**config.mk**
```make
export PLATFORM = sky130hd
export DESIGN_NAME = soc_bus_top
export DESIGN_NICKNAME = d
export VERILOG_FILES = /design/src/design/soc_bus_pkg.sv /design/src/design/req_fifo.sv /design/src/design/addr_decoder.sv /design/src/design/txn_router.sv /design/src/design/apb_bridge.sv /design/src/design/soc_bus_top.sv
export VERILOG_INCLUDE_DIRS = /design/src /design/src/design
export SDC_FILE = /design/constraint.sdc
export NUM_CORES = 1
export LEC_CHECK = 0
export BUFFER_PORTS_ARGS = -buffer_cell sky130_fd_sc_hd__buf_2
export CORE_ASPECT_RATIO = 0.7
export CORE_MARGIN = 3
export CORE_UTILIZATION = 35
export DETAILED_ROUTE_END_ITERATION = 10
export PLACE_DENSITY = 0.64
export SLEW_MARGIN = 10
export SYNTH_ARGS = -nofsm -noshare
export SYNTH_HDL_FRONTEND = slang
export SYNTH_SLANG_ARGS = --single-unit
```
**constraint.sdc**
```tcl
create_clock -name clk_i -period 8 [get_ports clk_i]
set_input_delay 0.4 -clock clk_i [delete_from_list [all_inputs] [get_ports clk_i]]
set_output_delay 0.4 -clock clk_i [all_outputs]
set_load 0.01 [all_outputs]
```
**src/design/soc_bus_defs.svh**
```systemverilog
// ----------------------------------------------------------------------
// Region bases and lengths must fit in 32 bits and must not overlap
// ----------------------------------------------------------------------
`ifndef SOC_BUS_DEFS_SVH
`define SOC_BUS_DEFS_SVH

// Bus widths
`define SOC_ADDR_W 32
`define SOC_DATA_W 64
`define SOC_STRB_W 8
`define APB_DATA_W 32

// ----------------------------------------------------------------------
// Region map
// ----------------------------------------------------------------------
`define ROM_BASE    32'h0001_0000
`define ROM_LEN     32'h0001_0000
`define APB_BASE    32'h6000_0000
`define APB_LEN     32'h1000_0000
`define CLINT_BASE  32'h0200_0000
`define CLINT_LEN   32'h000C_0000
`define SLM_BASE    32'h0400_0000
`define SLM_LEN     32'h0400_0000
`define SLMDDR_BASE 32'hC000_0000
`define SLMDDR_LEN  32'h4000_0000
`define DRAM_BASE   32'h8000_0000
`define DRAM_LEN    32'h2000_0000

// Entries in the master-side request FIFO
`define REQ_FIFO_DEPTH 2

`endif

```
**src/design/soc_bus_pkg.sv**
```systemverilog
// ----------------------------------------------------------------------
// Single-beat bus types; data is fixed at 64 bits with byte strobes
// ----------------------------------------------------------------------
`default_nettype none

`include "soc_bus_defs.svh"

package soc_bus_pkg;

   // Decoded destination of a request
   typedef enum logic [2:0] {
      TGT_ROM    = 3'd0,
      TGT_APB    = 3'd1,
      TGT_CLINT  = 3'd2,
      TGT_SLM    = 3'd3,
      TGT_SLMDDR = 3'd4,
      TGT_DRAM   = 3'd5,
      TGT_NONE   = 3'd7
   } target_e;

   typedef struct packed {
      logic [`SOC_ADDR_W-1:0] addr;
      logic                   write;
      logic [`SOC_DATA_W-1:0] wdata;
      logic [`SOC_STRB_W-1:0] strb;
   } bus_req_t;

   typedef struct packed {
      logic [`SOC_DATA_W-1:0] rdata;
      logic                   err;
   } bus_rsp_t;

   // Tagged request on the shared memory channel
   typedef struct packed {
      target_e  target;
      bus_req_t req;
   } mem_req_t;

   typedef enum logic [1:0] {
      RT_IDLE = 2'd0,
      RT_MEM  = 2'd1,
      RT_APB  = 2'd2,
      RT_RSP  = 2'd3
   } router_state_e;

   typedef enum logic [1:0] {
      APB_IDLE   = 2'd0,
      APB_SETUP  = 2'd1,
      APB_ACCESS = 2'd2
   } apb_state_e;

endpackage

`default_nettype wire

```
**src/design/req_fifo.sv**
```systemverilog
// ----------------------------------------------------------------------
// No bypass path; an entry pushed in one cycle leaves at the earliest
// in the next one
// ----------------------------------------------------------------------
`timescale 1ns/1ps
`default_nettype none

`include "soc_bus_defs.svh"

module req_fifo #(
   parameter int DEPTH = `REQ_FIFO_DEPTH
) (
   input  logic                  clk_i,
   input  logic                  rst_n_i,
   input  soc_bus_pkg::bus_req_t in_i,
   input  logic                  in_valid_i,
   output logic                  in_ready_o,
   output soc_bus_pkg::bus_req_t out_o,
   output logic                  out_valid_o,
   input  logic                  out_ready_i
);
   import soc_bus_pkg::*;

   localparam int PTR_W = (DEPTH > 1) ? $clog2(DEPTH) : 1;
   localparam int CNT_W = $clog2(DEPTH + 1);

   bus_req_t         mem_q [DEPTH];
   logic [PTR_W-1:0] wr_ptr_q;
   logic [PTR_W-1:0] rd_ptr_q;
   logic [CNT_W-1:0] count_q;
   logic             push;
   logic             pop;

   function automatic logic [PTR_W-1:0] next_ptr(input logic [PTR_W-1:0] ptr);
      if (ptr == PTR_W'(DEPTH - 1)) begin
         return '0;
      end
      return ptr + 1'b1;
   endfunction

   assign in_ready_o  = (count_q != CNT_W'(DEPTH));
   assign out_valid_o = (count_q != '0);
   assign out_o       = mem_q[rd_ptr_q];

   assign push = in_valid_i && in_ready_o;
   assign pop  = out_valid_o && out_ready_i;

   always_ff @(posedge clk_i or negedge rst_n_i) begin
      if (!rst_n_i) begin
         wr_ptr_q <= '0;
         rd_ptr_q <= '0;
         count_q  <= '0;
      end else begin
         if (push) begin
            wr_ptr_q <= next_ptr(wr_ptr_q);
         end
         if (pop) begin
            rd_ptr_q <= next_ptr(rd_ptr_q);
         end
         case ({push, pop})
            2'b10:   count_q <= count_q + 1'b1;
            2'b01:   count_q <= count_q - 1'b1;
            default: count_q <= count_q;
         endcase
      end
   end

   always_ff @(posedge clk_i) begin
      if (push) begin
         mem_q[wr_ptr_q] <= in_i;
      end
   end

endmodule

`default_nettype wire

```
**src/design/addr_decoder.sv**
```systemverilog
// ----------------------------------------------------------------------
// Purely combinational; first matching region wins
// ----------------------------------------------------------------------
`timescale 1ns/1ps
`default_nettype none

`include "soc_bus_defs.svh"

module addr_decoder (
   input  logic [`SOC_ADDR_W-1:0] addr_i,
   output soc_bus_pkg::target_e   target_o
);
   import soc_bus_pkg::*;

   // One extra bit so a region ending at the top of the space still works
   function automatic logic in_region(
      input logic [`SOC_ADDR_W-1:0] addr,
      input logic [`SOC_ADDR_W-1:0] base,
      input logic [`SOC_ADDR_W-1:0] len
   );
      logic [`SOC_ADDR_W:0] limit;
      limit = {1'b0, base} + {1'b0, len};
      return (addr >= base) && ({1'b0, addr} < limit);
   endfunction

   always_comb begin
      if (in_region(addr_i, `ROM_BASE, `ROM_LEN)) begin
         target_o = TGT_ROM;
      end else if (in_region(addr_i, `APB_BASE, `APB_LEN)) begin
         target_o = TGT_APB;
      end else if (in_region(addr_i, `CLINT_BASE, `CLINT_LEN)) begin
         target_o = TGT_CLINT;
      end else if (in_region(addr_i, `SLM_BASE, `SLM_LEN)) begin
         target_o = TGT_SLM;
      end else if (in_region(addr_i, `SLMDDR_BASE, `SLMDDR_LEN)) begin
         target_o = TGT_SLMDDR;
      end else if (in_region(addr_i, `DRAM_BASE, `DRAM_LEN)) begin
         target_o = TGT_DRAM;
      end else begin
         target_o = TGT_NONE;
      end
   end

endmodule

`default_nettype wire

```
**src/design/txn_router.sv**
```systemverilog
// ----------------------------------------------------------------------
// One transaction at a time; target_i must be decoded from req_i
// ----------------------------------------------------------------------
`timescale 1ns/1ps
`default_nettype none

module txn_router (
   input  logic                  clk_i,
   input  logic                  rst_n_i,
   // From the request FIFO
   input  soc_bus_pkg::bus_req_t req_i,
   input  logic                  req_valid_i,
   output logic                  req_ready_o,
   input  soc_bus_pkg::target_e  target_i,
   // Memory channel
   output soc_bus_pkg::mem_req_t mem_req_o,
   output logic                  mem_req_valid_o,
   input  logic                  mem_req_ready_i,
   input  soc_bus_pkg::bus_rsp_t mem_rsp_i,
   input  logic                  mem_rsp_valid_i,
   output logic                  mem_rsp_ready_o,
   // APB bridge
   output logic                  apb_start_o,
   output soc_bus_pkg::bus_req_t apb_req_o,
   input  logic                  apb_done_i,
   input  soc_bus_pkg::bus_rsp_t apb_rsp_i,
   // Master response
   output soc_bus_pkg::bus_rsp_t rsp_o,
   output logic                  rsp_valid_o,
   input  logic                  rsp_ready_i
);
   import soc_bus_pkg::*;

   router_state_e state_q;
   logic          mem_valid_q;
   logic          apb_start_q;
   bus_req_t      req_q;
   target_e       target_q;
   bus_rsp_t      rsp_q;
   logic          accept;
   logic          mem_rsp_hs;

   assign req_ready_o = (state_q == RT_IDLE);
   assign accept      = req_valid_i && req_ready_o;

   assign mem_req_o       = '{target: target_q, req: req_q};
   assign mem_req_valid_o = mem_valid_q;
   // Response side opens only once the request has gone out
   assign mem_rsp_ready_o = (state_q == RT_MEM) && !mem_valid_q;
   assign mem_rsp_hs      = mem_rsp_valid_i && mem_rsp_ready_o;

   assign apb_start_o = apb_start_q;
   assign apb_req_o   = req_q;

   assign rsp_o       = rsp_q;
   assign rsp_valid_o = (state_q == RT_RSP);

   // ----------------------------------------------------------------------
   // Control FSM
   // ----------------------------------------------------------------------
   always_ff @(posedge clk_i or negedge rst_n_i) begin
      if (!rst_n_i) begin
         state_q     <= RT_IDLE;
         mem_valid_q <= 1'b0;
         apb_start_q <= 1'b0;
      end else begin
         apb_start_q <= 1'b0;
         case (state_q)
            RT_IDLE: begin
               if (accept) begin
                  case (target_i)
                     TGT_NONE: begin
                        state_q <= RT_RSP;
                     end
                     TGT_APB: begin
                        state_q     <= RT_APB;
                        apb_start_q <= 1'b1;
                     end
                     default: begin
                        state_q     <= RT_MEM;
                        mem_valid_q <= 1'b1;
                     end
                  endcase
               end
            end
            RT_MEM: begin
               if (mem_valid_q && mem_req_ready_i) begin
                  mem_valid_q <= 1'b0;
               end
               if (mem_rsp_hs) begin
                  state_q <= RT_RSP;
               end
            end
            RT_APB: begin
               if (apb_done_i) begin
                  state_q <= RT_RSP;
               end
            end
            RT_RSP: begin
               if (rsp_ready_i) begin
                  state_q <= RT_IDLE;
               end
            end
            default: state_q <= RT_IDLE;
         endcase
      end
   end

   // Request and response payload
   always_ff @(posedge clk_i) begin
      if (accept) begin
         req_q    <= req_i;
         target_q <= target_i;
      end
      if (accept && target_i == TGT_NONE) begin
         rsp_q.rdata <= '0;
         rsp_q.err   <= 1'b1;
      end else if (mem_rsp_hs) begin
         rsp_q <= mem_rsp_i;
      end else if (state_q == RT_APB && apb_done_i) begin
         rsp_q <= apb_rsp_i;
      end
   end

endmodule

`default_nettype wire

```
**src/design/apb_bridge.sv**
```systemverilog
// ----------------------------------------------------------------------
// One APB3 transfer per start; strobes are not carried, write rdata is 0
// ----------------------------------------------------------------------
`timescale 1ns/1ps
`default_nettype none

`include "soc_bus_defs.svh"

module apb_bridge (
   input  logic                   clk_i,
   input  logic                   rst_n_i,
   input  logic                   start_i,
   input  soc_bus_pkg::bus_req_t  req_i,
   output logic                   done_o,
   output soc_bus_pkg::bus_rsp_t  rsp_o,
   // APB master side
   output logic [`SOC_ADDR_W-1:0] paddr_o,
   output logic                   pwrite_o,
   output logic [`APB_DATA_W-1:0] pwdata_o,
   output logic                   psel_o,
   output logic                   penable_o,
   input  logic [`APB_DATA_W-1:0] prdata_i,
   input  logic                   pready_i,
   input  logic                   pslverr_i
);
   import soc_bus_pkg::*;

   apb_state_e             state_q;
   logic                   done_q;
   logic [`SOC_ADDR_W-1:0] paddr_q;
   logic                   pwrite_q;
   logic [`APB_DATA_W-1:0] pwdata_q;
   bus_rsp_t               rsp_q;
   logic                   launch;
   logic                   finish;

   assign launch = (state_q == APB_IDLE) && start_i;
   assign finish = (state_q == APB_ACCESS) && pready_i;

   assign psel_o    = (state_q != APB_IDLE);
   assign penable_o = (state_q == APB_ACCESS);
   assign paddr_o   = paddr_q;
   assign pwrite_o  = pwrite_q;
   assign pwdata_o  = pwdata_q;
   assign done_o    = done_q;
   assign rsp_o     = rsp_q;

   always_ff @(posedge clk_i or negedge rst_n_i) begin
      if (!rst_n_i) begin
         state_q <= APB_IDLE;
         done_q  <= 1'b0;
      end else begin
         done_q <= finish;
         case (state_q)
            APB_IDLE: begin
               if (start_i) begin
                  state_q <= APB_SETUP;
               end
            end
            APB_SETUP:  state_q <= APB_ACCESS;
            APB_ACCESS: begin
               if (pready_i) begin
                  state_q <= APB_IDLE;
               end
            end
            default: state_q <= APB_IDLE;
         endcase
      end
   end

   // Address bit 2 selects the 32-bit lane of the 64-bit bus
   always_ff @(posedge clk_i) begin
      if (launch) begin
         paddr_q  <= req_i.addr;
         pwrite_q <= req_i.write;
         pwdata_q <= req_i.addr[2] ? req_i.wdata[`SOC_DATA_W-1:`APB_DATA_W]
                                   : req_i.wdata[`APB_DATA_W-1:0];
      end
      if (finish) begin
         rsp_q.err <= pslverr_i;
         if (pwrite_q) begin
            rsp_q.rdata <= '0;
         end else if (paddr_q[2]) begin
            rsp_q.rdata <= {prdata_i, {`APB_DATA_W{1'b0}}};
         end else begin
            rsp_q.rdata <= {{`APB_DATA_W{1'b0}}, prdata_i};
         end
      end
   end

endmodule

`default_nettype wire

```
**src/design/soc_bus_top.sv**
```systemverilog
// ----------------------------------------------------------------------
// Single master; responses return in request order
// ----------------------------------------------------------------------
`timescale 1ns/1ps
`default_nettype none

`include "soc_bus_defs.svh"

module soc_bus_top (
   input  logic                   clk_i,
   input  logic                   rst_n_i,
   // Master request and response
   input  soc_bus_pkg::bus_req_t  req_i,
   input  logic                   req_valid_i,
   output logic                   req_ready_o,
   output soc_bus_pkg::bus_rsp_t  rsp_o,
   output logic                   rsp_valid_o,
   input  logic                   rsp_ready_i,
   // Memory channel
   output soc_bus_pkg::mem_req_t  mem_req_o,
   output logic                   mem_req_valid_o,
   input  logic                   mem_req_ready_i,
   input  soc_bus_pkg::bus_rsp_t  mem_rsp_i,
   input  logic                   mem_rsp_valid_i,
   output logic                   mem_rsp_ready_o,
   // APB
   output logic [`SOC_ADDR_W-1:0] paddr_o,
   output logic                   pwrite_o,
   output logic [`APB_DATA_W-1:0] pwdata_o,
   output logic                   psel_o,
   output logic                   penable_o,
   input  logic [`APB_DATA_W-1:0] prdata_i,
   input  logic                   pready_i,
   input  logic                   pslverr_i
);
   import soc_bus_pkg::*;

   bus_req_t fifo_req;
   logic     fifo_valid;
   logic     fifo_ready;
   target_e  target;
   logic     apb_start;
   bus_req_t apb_req;
   logic     apb_done;
   bus_rsp_t apb_rsp;

   // ----------------------------------------------------------------------
   // Input side
   // ----------------------------------------------------------------------
   req_fifo #(
      .DEPTH (`REQ_FIFO_DEPTH)
   ) u_req_fifo (
      .clk_i       (clk_i),
      .rst_n_i     (rst_n_i),
      .in_i        (req_i),
      .in_valid_i  (req_valid_i),
      .in_ready_o  (req_ready_o),
      .out_o       (fifo_req),
      .out_valid_o (fifo_valid),
      .out_ready_i (fifo_ready)
   );

   // ----------------------------------------------------------------------
   // Decode and routing
   // ----------------------------------------------------------------------
   addr_decoder u_addr_decoder (
      .addr_i   (fifo_req.addr),
      .target_o (target)
   );

   txn_router u_txn_router (
      .clk_i           (clk_i),
      .rst_n_i         (rst_n_i),
      .req_i           (fifo_req),
      .req_valid_i     (fifo_valid),
      .req_ready_o     (fifo_ready),
      .target_i        (target),
      .mem_req_o       (mem_req_o),
      .mem_req_valid_o (mem_req_valid_o),
      .mem_req_ready_i (mem_req_ready_i),
      .mem_rsp_i       (mem_rsp_i),
      .mem_rsp_valid_i (mem_rsp_valid_i),
      .mem_rsp_ready_o (mem_rsp_ready_o),
      .apb_start_o     (apb_start),
      .apb_req_o       (apb_req),
      .apb_done_i      (apb_done),
      .apb_rsp_i       (apb_rsp),
      .rsp_o           (rsp_o),
      .rsp_valid_o     (rsp_valid_o),
      .rsp_ready_i     (rsp_ready_i)
   );

   // Peripheral side
   apb_bridge u_apb_bridge (
      .clk_i     (clk_i),
      .rst_n_i   (rst_n_i),
      .start_i   (apb_start),
      .req_i     (apb_req),
      .done_o    (apb_done),
      .rsp_o     (apb_rsp),
      .paddr_o   (paddr_o),
      .pwrite_o  (pwrite_o),
      .pwdata_o  (pwdata_o),
      .psel_o    (psel_o),
      .penable_o (penable_o),
      .prdata_i  (prdata_i),
      .pready_i  (pready_i),
      .pslverr_i (pslverr_i)
   );

endmodule

`default_nettype wire

```
==> impl_metrics.tcl <==
set metrics [dict create \
    hold_viol 0 \
    totalWireLength_um 47600 \
    synth_area_um2 19500 \
    cts-root-buf "clkbuf_16" \
    slowest_stage "buf_4" \
    wl_per_cell_um 19.3 \
    reg2reg_slack_ns 4.52 \
    grt_pass1_vias 12300 \
    ioPinCount 454 \
    core_area_um2 54500 \
    worstPathArrival_ns 3.87 \
    gp_congestion 0.855 \
    num_vias 11700 \
    postCtsHoldBufs 102 \
    finalCriticalPeriod_ns 3.48 \
    die_y_um 204 \
    tns_ns 0 \
    ys_seq_area_share_pct 76.9 \
    synth_top_area_share_pct 68.8 \
    grt_pass1_wl_um 71600 \
    drv_cap 0 \
    placed_area_um2 22600 \
    hold_end "u_req_fifo.mem_q[1][91]$_DFFE_PP_" \
    postCtsResizedCells 0 \
    die_x_um 288 \
    path_cells "mux2_2, or4b_4, a2111oi_4, nor4_2, buf_4, a311oi_1" \
    ys.flop_type "edfxtp_1" \
    slew_headroom_pct 30.2 \
    die_area_um2 58700 \
    cts_tree "built" \
    crit_type "reg -> reg" \
    synth_edf_count 448 \
    synthTopCellsByArea "edfxtp_1 69%, mux2_2 7.8%, dfxtp_1 6.7%, a311oi_2 3.8%, and2_1 2.1%" \
    drtIter0Drc 672 \
    synth_common_cells "448 x edfxtp_1, 135 x mux2_2, 78 x nor2_1" \
    synth_area_leader_cell "edfxtp_1" \
    viasPerCell 4.72 \
    min_from "req_i[91]" \
    clk_latency_ns 0.59 \
    cts_inserted_buffers 51 \
    finalCritPeriodShare_pct 43.5 \
    cts.sinks 524 \
    ant_nets 0 \
    cellPowerDensity_nw_per_um2 242 \
    hold_depth 1 \
    end_kind "flop" \
    finalSetupViolations 0 \
    fmax_mhz 287 \
    synthArstFlopShare_pct 2.10 \
    cp_data_required_time_ns 8.39 \
    start_kind "flop" \
    drt_first_pass_iters 4 \
    cts_setup_buffers 0 \
    hpwl_um 31200 \
    port_buffers 453 \
    layout-drive-gt1-share_pct 43.0 \
    vdd_drop_max_v 0.000161 \
    syn-instance-count 1137 \
    fillers 4728 \
    r2r-start "u_req_fifo.rd_ptr_q$_DFFE_PN0P_" \
    gr-total-overflow 0 \
    yosysMostFrequentCell "edfxtp_1" \
    clkTransAtPathRegs_ns 0.06 \
    avgSynthCellArea_um2 17.2 \
    synth_seq_cells 524 \
    slew_viol_final 0 \
    cpPeakStageDelay_ns 0.84 \
    areaGrowthSynthToFinish_pct 29.3 \
    run_status "complete, no violations" \
    ys_warn_count 0 \
    synth.distinct_cells 45 \
    rsz0062_at_grt "no" \
    initial_core_util_pct 35.9 \
    r2r_cells 6 \
    antenna_found_initial 7 \
    timing.rr.end "u_txn_router.rsp_o[64]$_SDFFE_PP0P_" \
    cp_max_fo 62 \
    grt_max_degree 77 \
    drc_errors 0 \
    fin_area_um2 25300 \
    track_usage_pct 15.8 \
    fp-row-count 71 \
    hold_path_class "in -> reg" \
    syn_nets 1352 \
    cts_buffer_depth 3 \
    nets 1909 \
    finClkSkew_ns 0.0251 \
    worstMarginPinSlew_ns 1.05 \
    p_leak_nw 9.58 \
    cts_max_level 2 \
]
-- cell type report --
class                      instances  area, um2  area share, %
timing repair buffer             570       3400           13.5
antenna                            4       10.0         0.0396
clock inverter                    34        330           1.31
sequential                       524      15000           59.5
multi-input combinational        539       4220           16.7
tap                              730        913           3.62
clock buffer                      61       1310           5.20
inverter                           8       32.5          0.129
-- placed cells by master (no fill, tap or decap), types with 4 or more instances in the layout --
| cell | count |
|---|---|
| dfxtp_1 | 65 |
| dfrtp_1 | 9 |
| buf_4 | 15 |
| xnor2_1 | 4 |
| dlygate4sd3_1 | 102 |
| mux2_2 | 135 |
| nor2_1 | 75 |
| buf_2 | 453 |
| clkinv_2 | 9 |
| ha_1 | 4 |
| and2_1 | 64 |
| o21ai_0 | 4 |
| edfxtp_1 | 448 |
| a311oi_1 | 14 |
| clkbuf_16 | 51 |
| clkinv_1 | 13 |
| inv_1 | 7 |
| nand3_1 | 67 |
| bufinv_16 | 4 |
| a311oi_2 | 50 |
| diode_2 | 4 |
| nand2_1 | 69 |
| clkbuf_1 | 10 |
| nor3_1 | 5 |
-- state kept, by name (all words and copies together) (netlist names) --
register                      count
u_req_fifo.wr_ptr_q               1
u_apb_bridge.paddr_o             32
u_txn_router.target_q             3
u_apb_bridge.done_o               1
u_txn_router.apb_start_o          1
u_apb_bridge.rsp_o               65
u_apb_bridge.pwdata_o            32
u_req_fifo.mem_q                210
u_req_fifo.rd_ptr_q               1
u_apb_bridge.pwrite_o             1
u_txn_router.state_q              2
u_txn_router.apb_req_o          105
u_txn_router.mem_req_valid_o      1
u_txn_router.rsp_o               65
u_req_fifo.count_q                2
u_apb_bridge.state_q              2
-- per-layer routing --
| metal | track usage (%) | share of wire [%] | vias to the layer above |
|---|---|---|---|
| li1 | - | - | 5458 |
| met1 | 20.3 | 43 | 5837 |
| met2 | 26.5 | 50 | 281 |
| met3 | 4.28 | 6.1 | 71 |
| met4 | 3.99 | 1.8 | 6 |
| met5 | 0 | 0.086 | - |
-- critical path: cells and delay by family (launching register included) --
family / cells / cell delay, ns
and+or+nand+nor: 2 / 0.88
buffers and inverters: 1 / 0.84
DFF: 1 / 0.83
muxes: 1 / 0.41
AOI/OAI and AO/OA: 2 / 0.20
-- stage by stage --
step                worst slack [ns]  std cells  hold slack [ns]  total power, mW  utilization (%)
global route                    4.30       2467          0.00690             6.37             46.4
global placement                4.58       2269            0.302             3.77             41.5
detailed placement              4.50       2269            0.298             3.79             41.5
floorplan                       2.33       1137            0.104             3.63                -
finish                          4.52       2470           0.0465             6.12             46.4
CTS                             4.46       2466          0.00313             6.20             46.4
-- power breakdown --
group	switching (mW)	total, mW	internal (mW)	leakage (nW)
Clock	1.04	2.35	1.31	0.791
Combinational	0.257	0.428	0.171	3.91
Sequential	0.0627	3.34	3.28	4.88
-- cell families (layout without fill, tap and decap cells) --
kind of cell / Yosys count / after routing / share of synthesized area, %
flops: 524 / 524 / 76.9
simple gates: 303 / 303 / 7.43
mux: 139 / 139 / 8.04
compound gates: 87 / 87 / 5.37
buf+inv: 74 / 673 / 1.70
fa+ha+maj: 5 / 5 / 0.320
xor+xnor: 5 / 5 / 0.224
other cells: 0 / 4 / 0
-- worst max path at each step --
stage	startpoint	to
2_1_floorplan	u_req_fifo.count_q[0]$_DFFE_PN0P_	u_req_fifo.mem_q[0][0]$_DFFE_PP_
3_3_place_gp	u_req_fifo.rd_ptr_q$_DFFE_PN0P_	u_txn_router.rsp_o[0]$_SDFFE_PP1P_
3_5_place_dp	u_req_fifo.rd_ptr_q$_DFFE_PN0P_	u_txn_router.rsp_o[64]$_SDFFE_PP0P_
4_1_cts	u_req_fifo.rd_ptr_q$_DFFE_PN0P_	u_txn_router.rsp_o[64]$_SDFFE_PP0P_
5_1_grt	u_req_fifo.rd_ptr_q$_DFFE_PN0P_	u_txn_router.rsp_o[64]$_SDFFE_PP0P_
6_report	u_req_fifo.rd_ptr_q$_DFFE_PN0P_	u_txn_router.rsp_o[64]$_SDFFE_PP0P_
(Power assumes the default switching activity.)
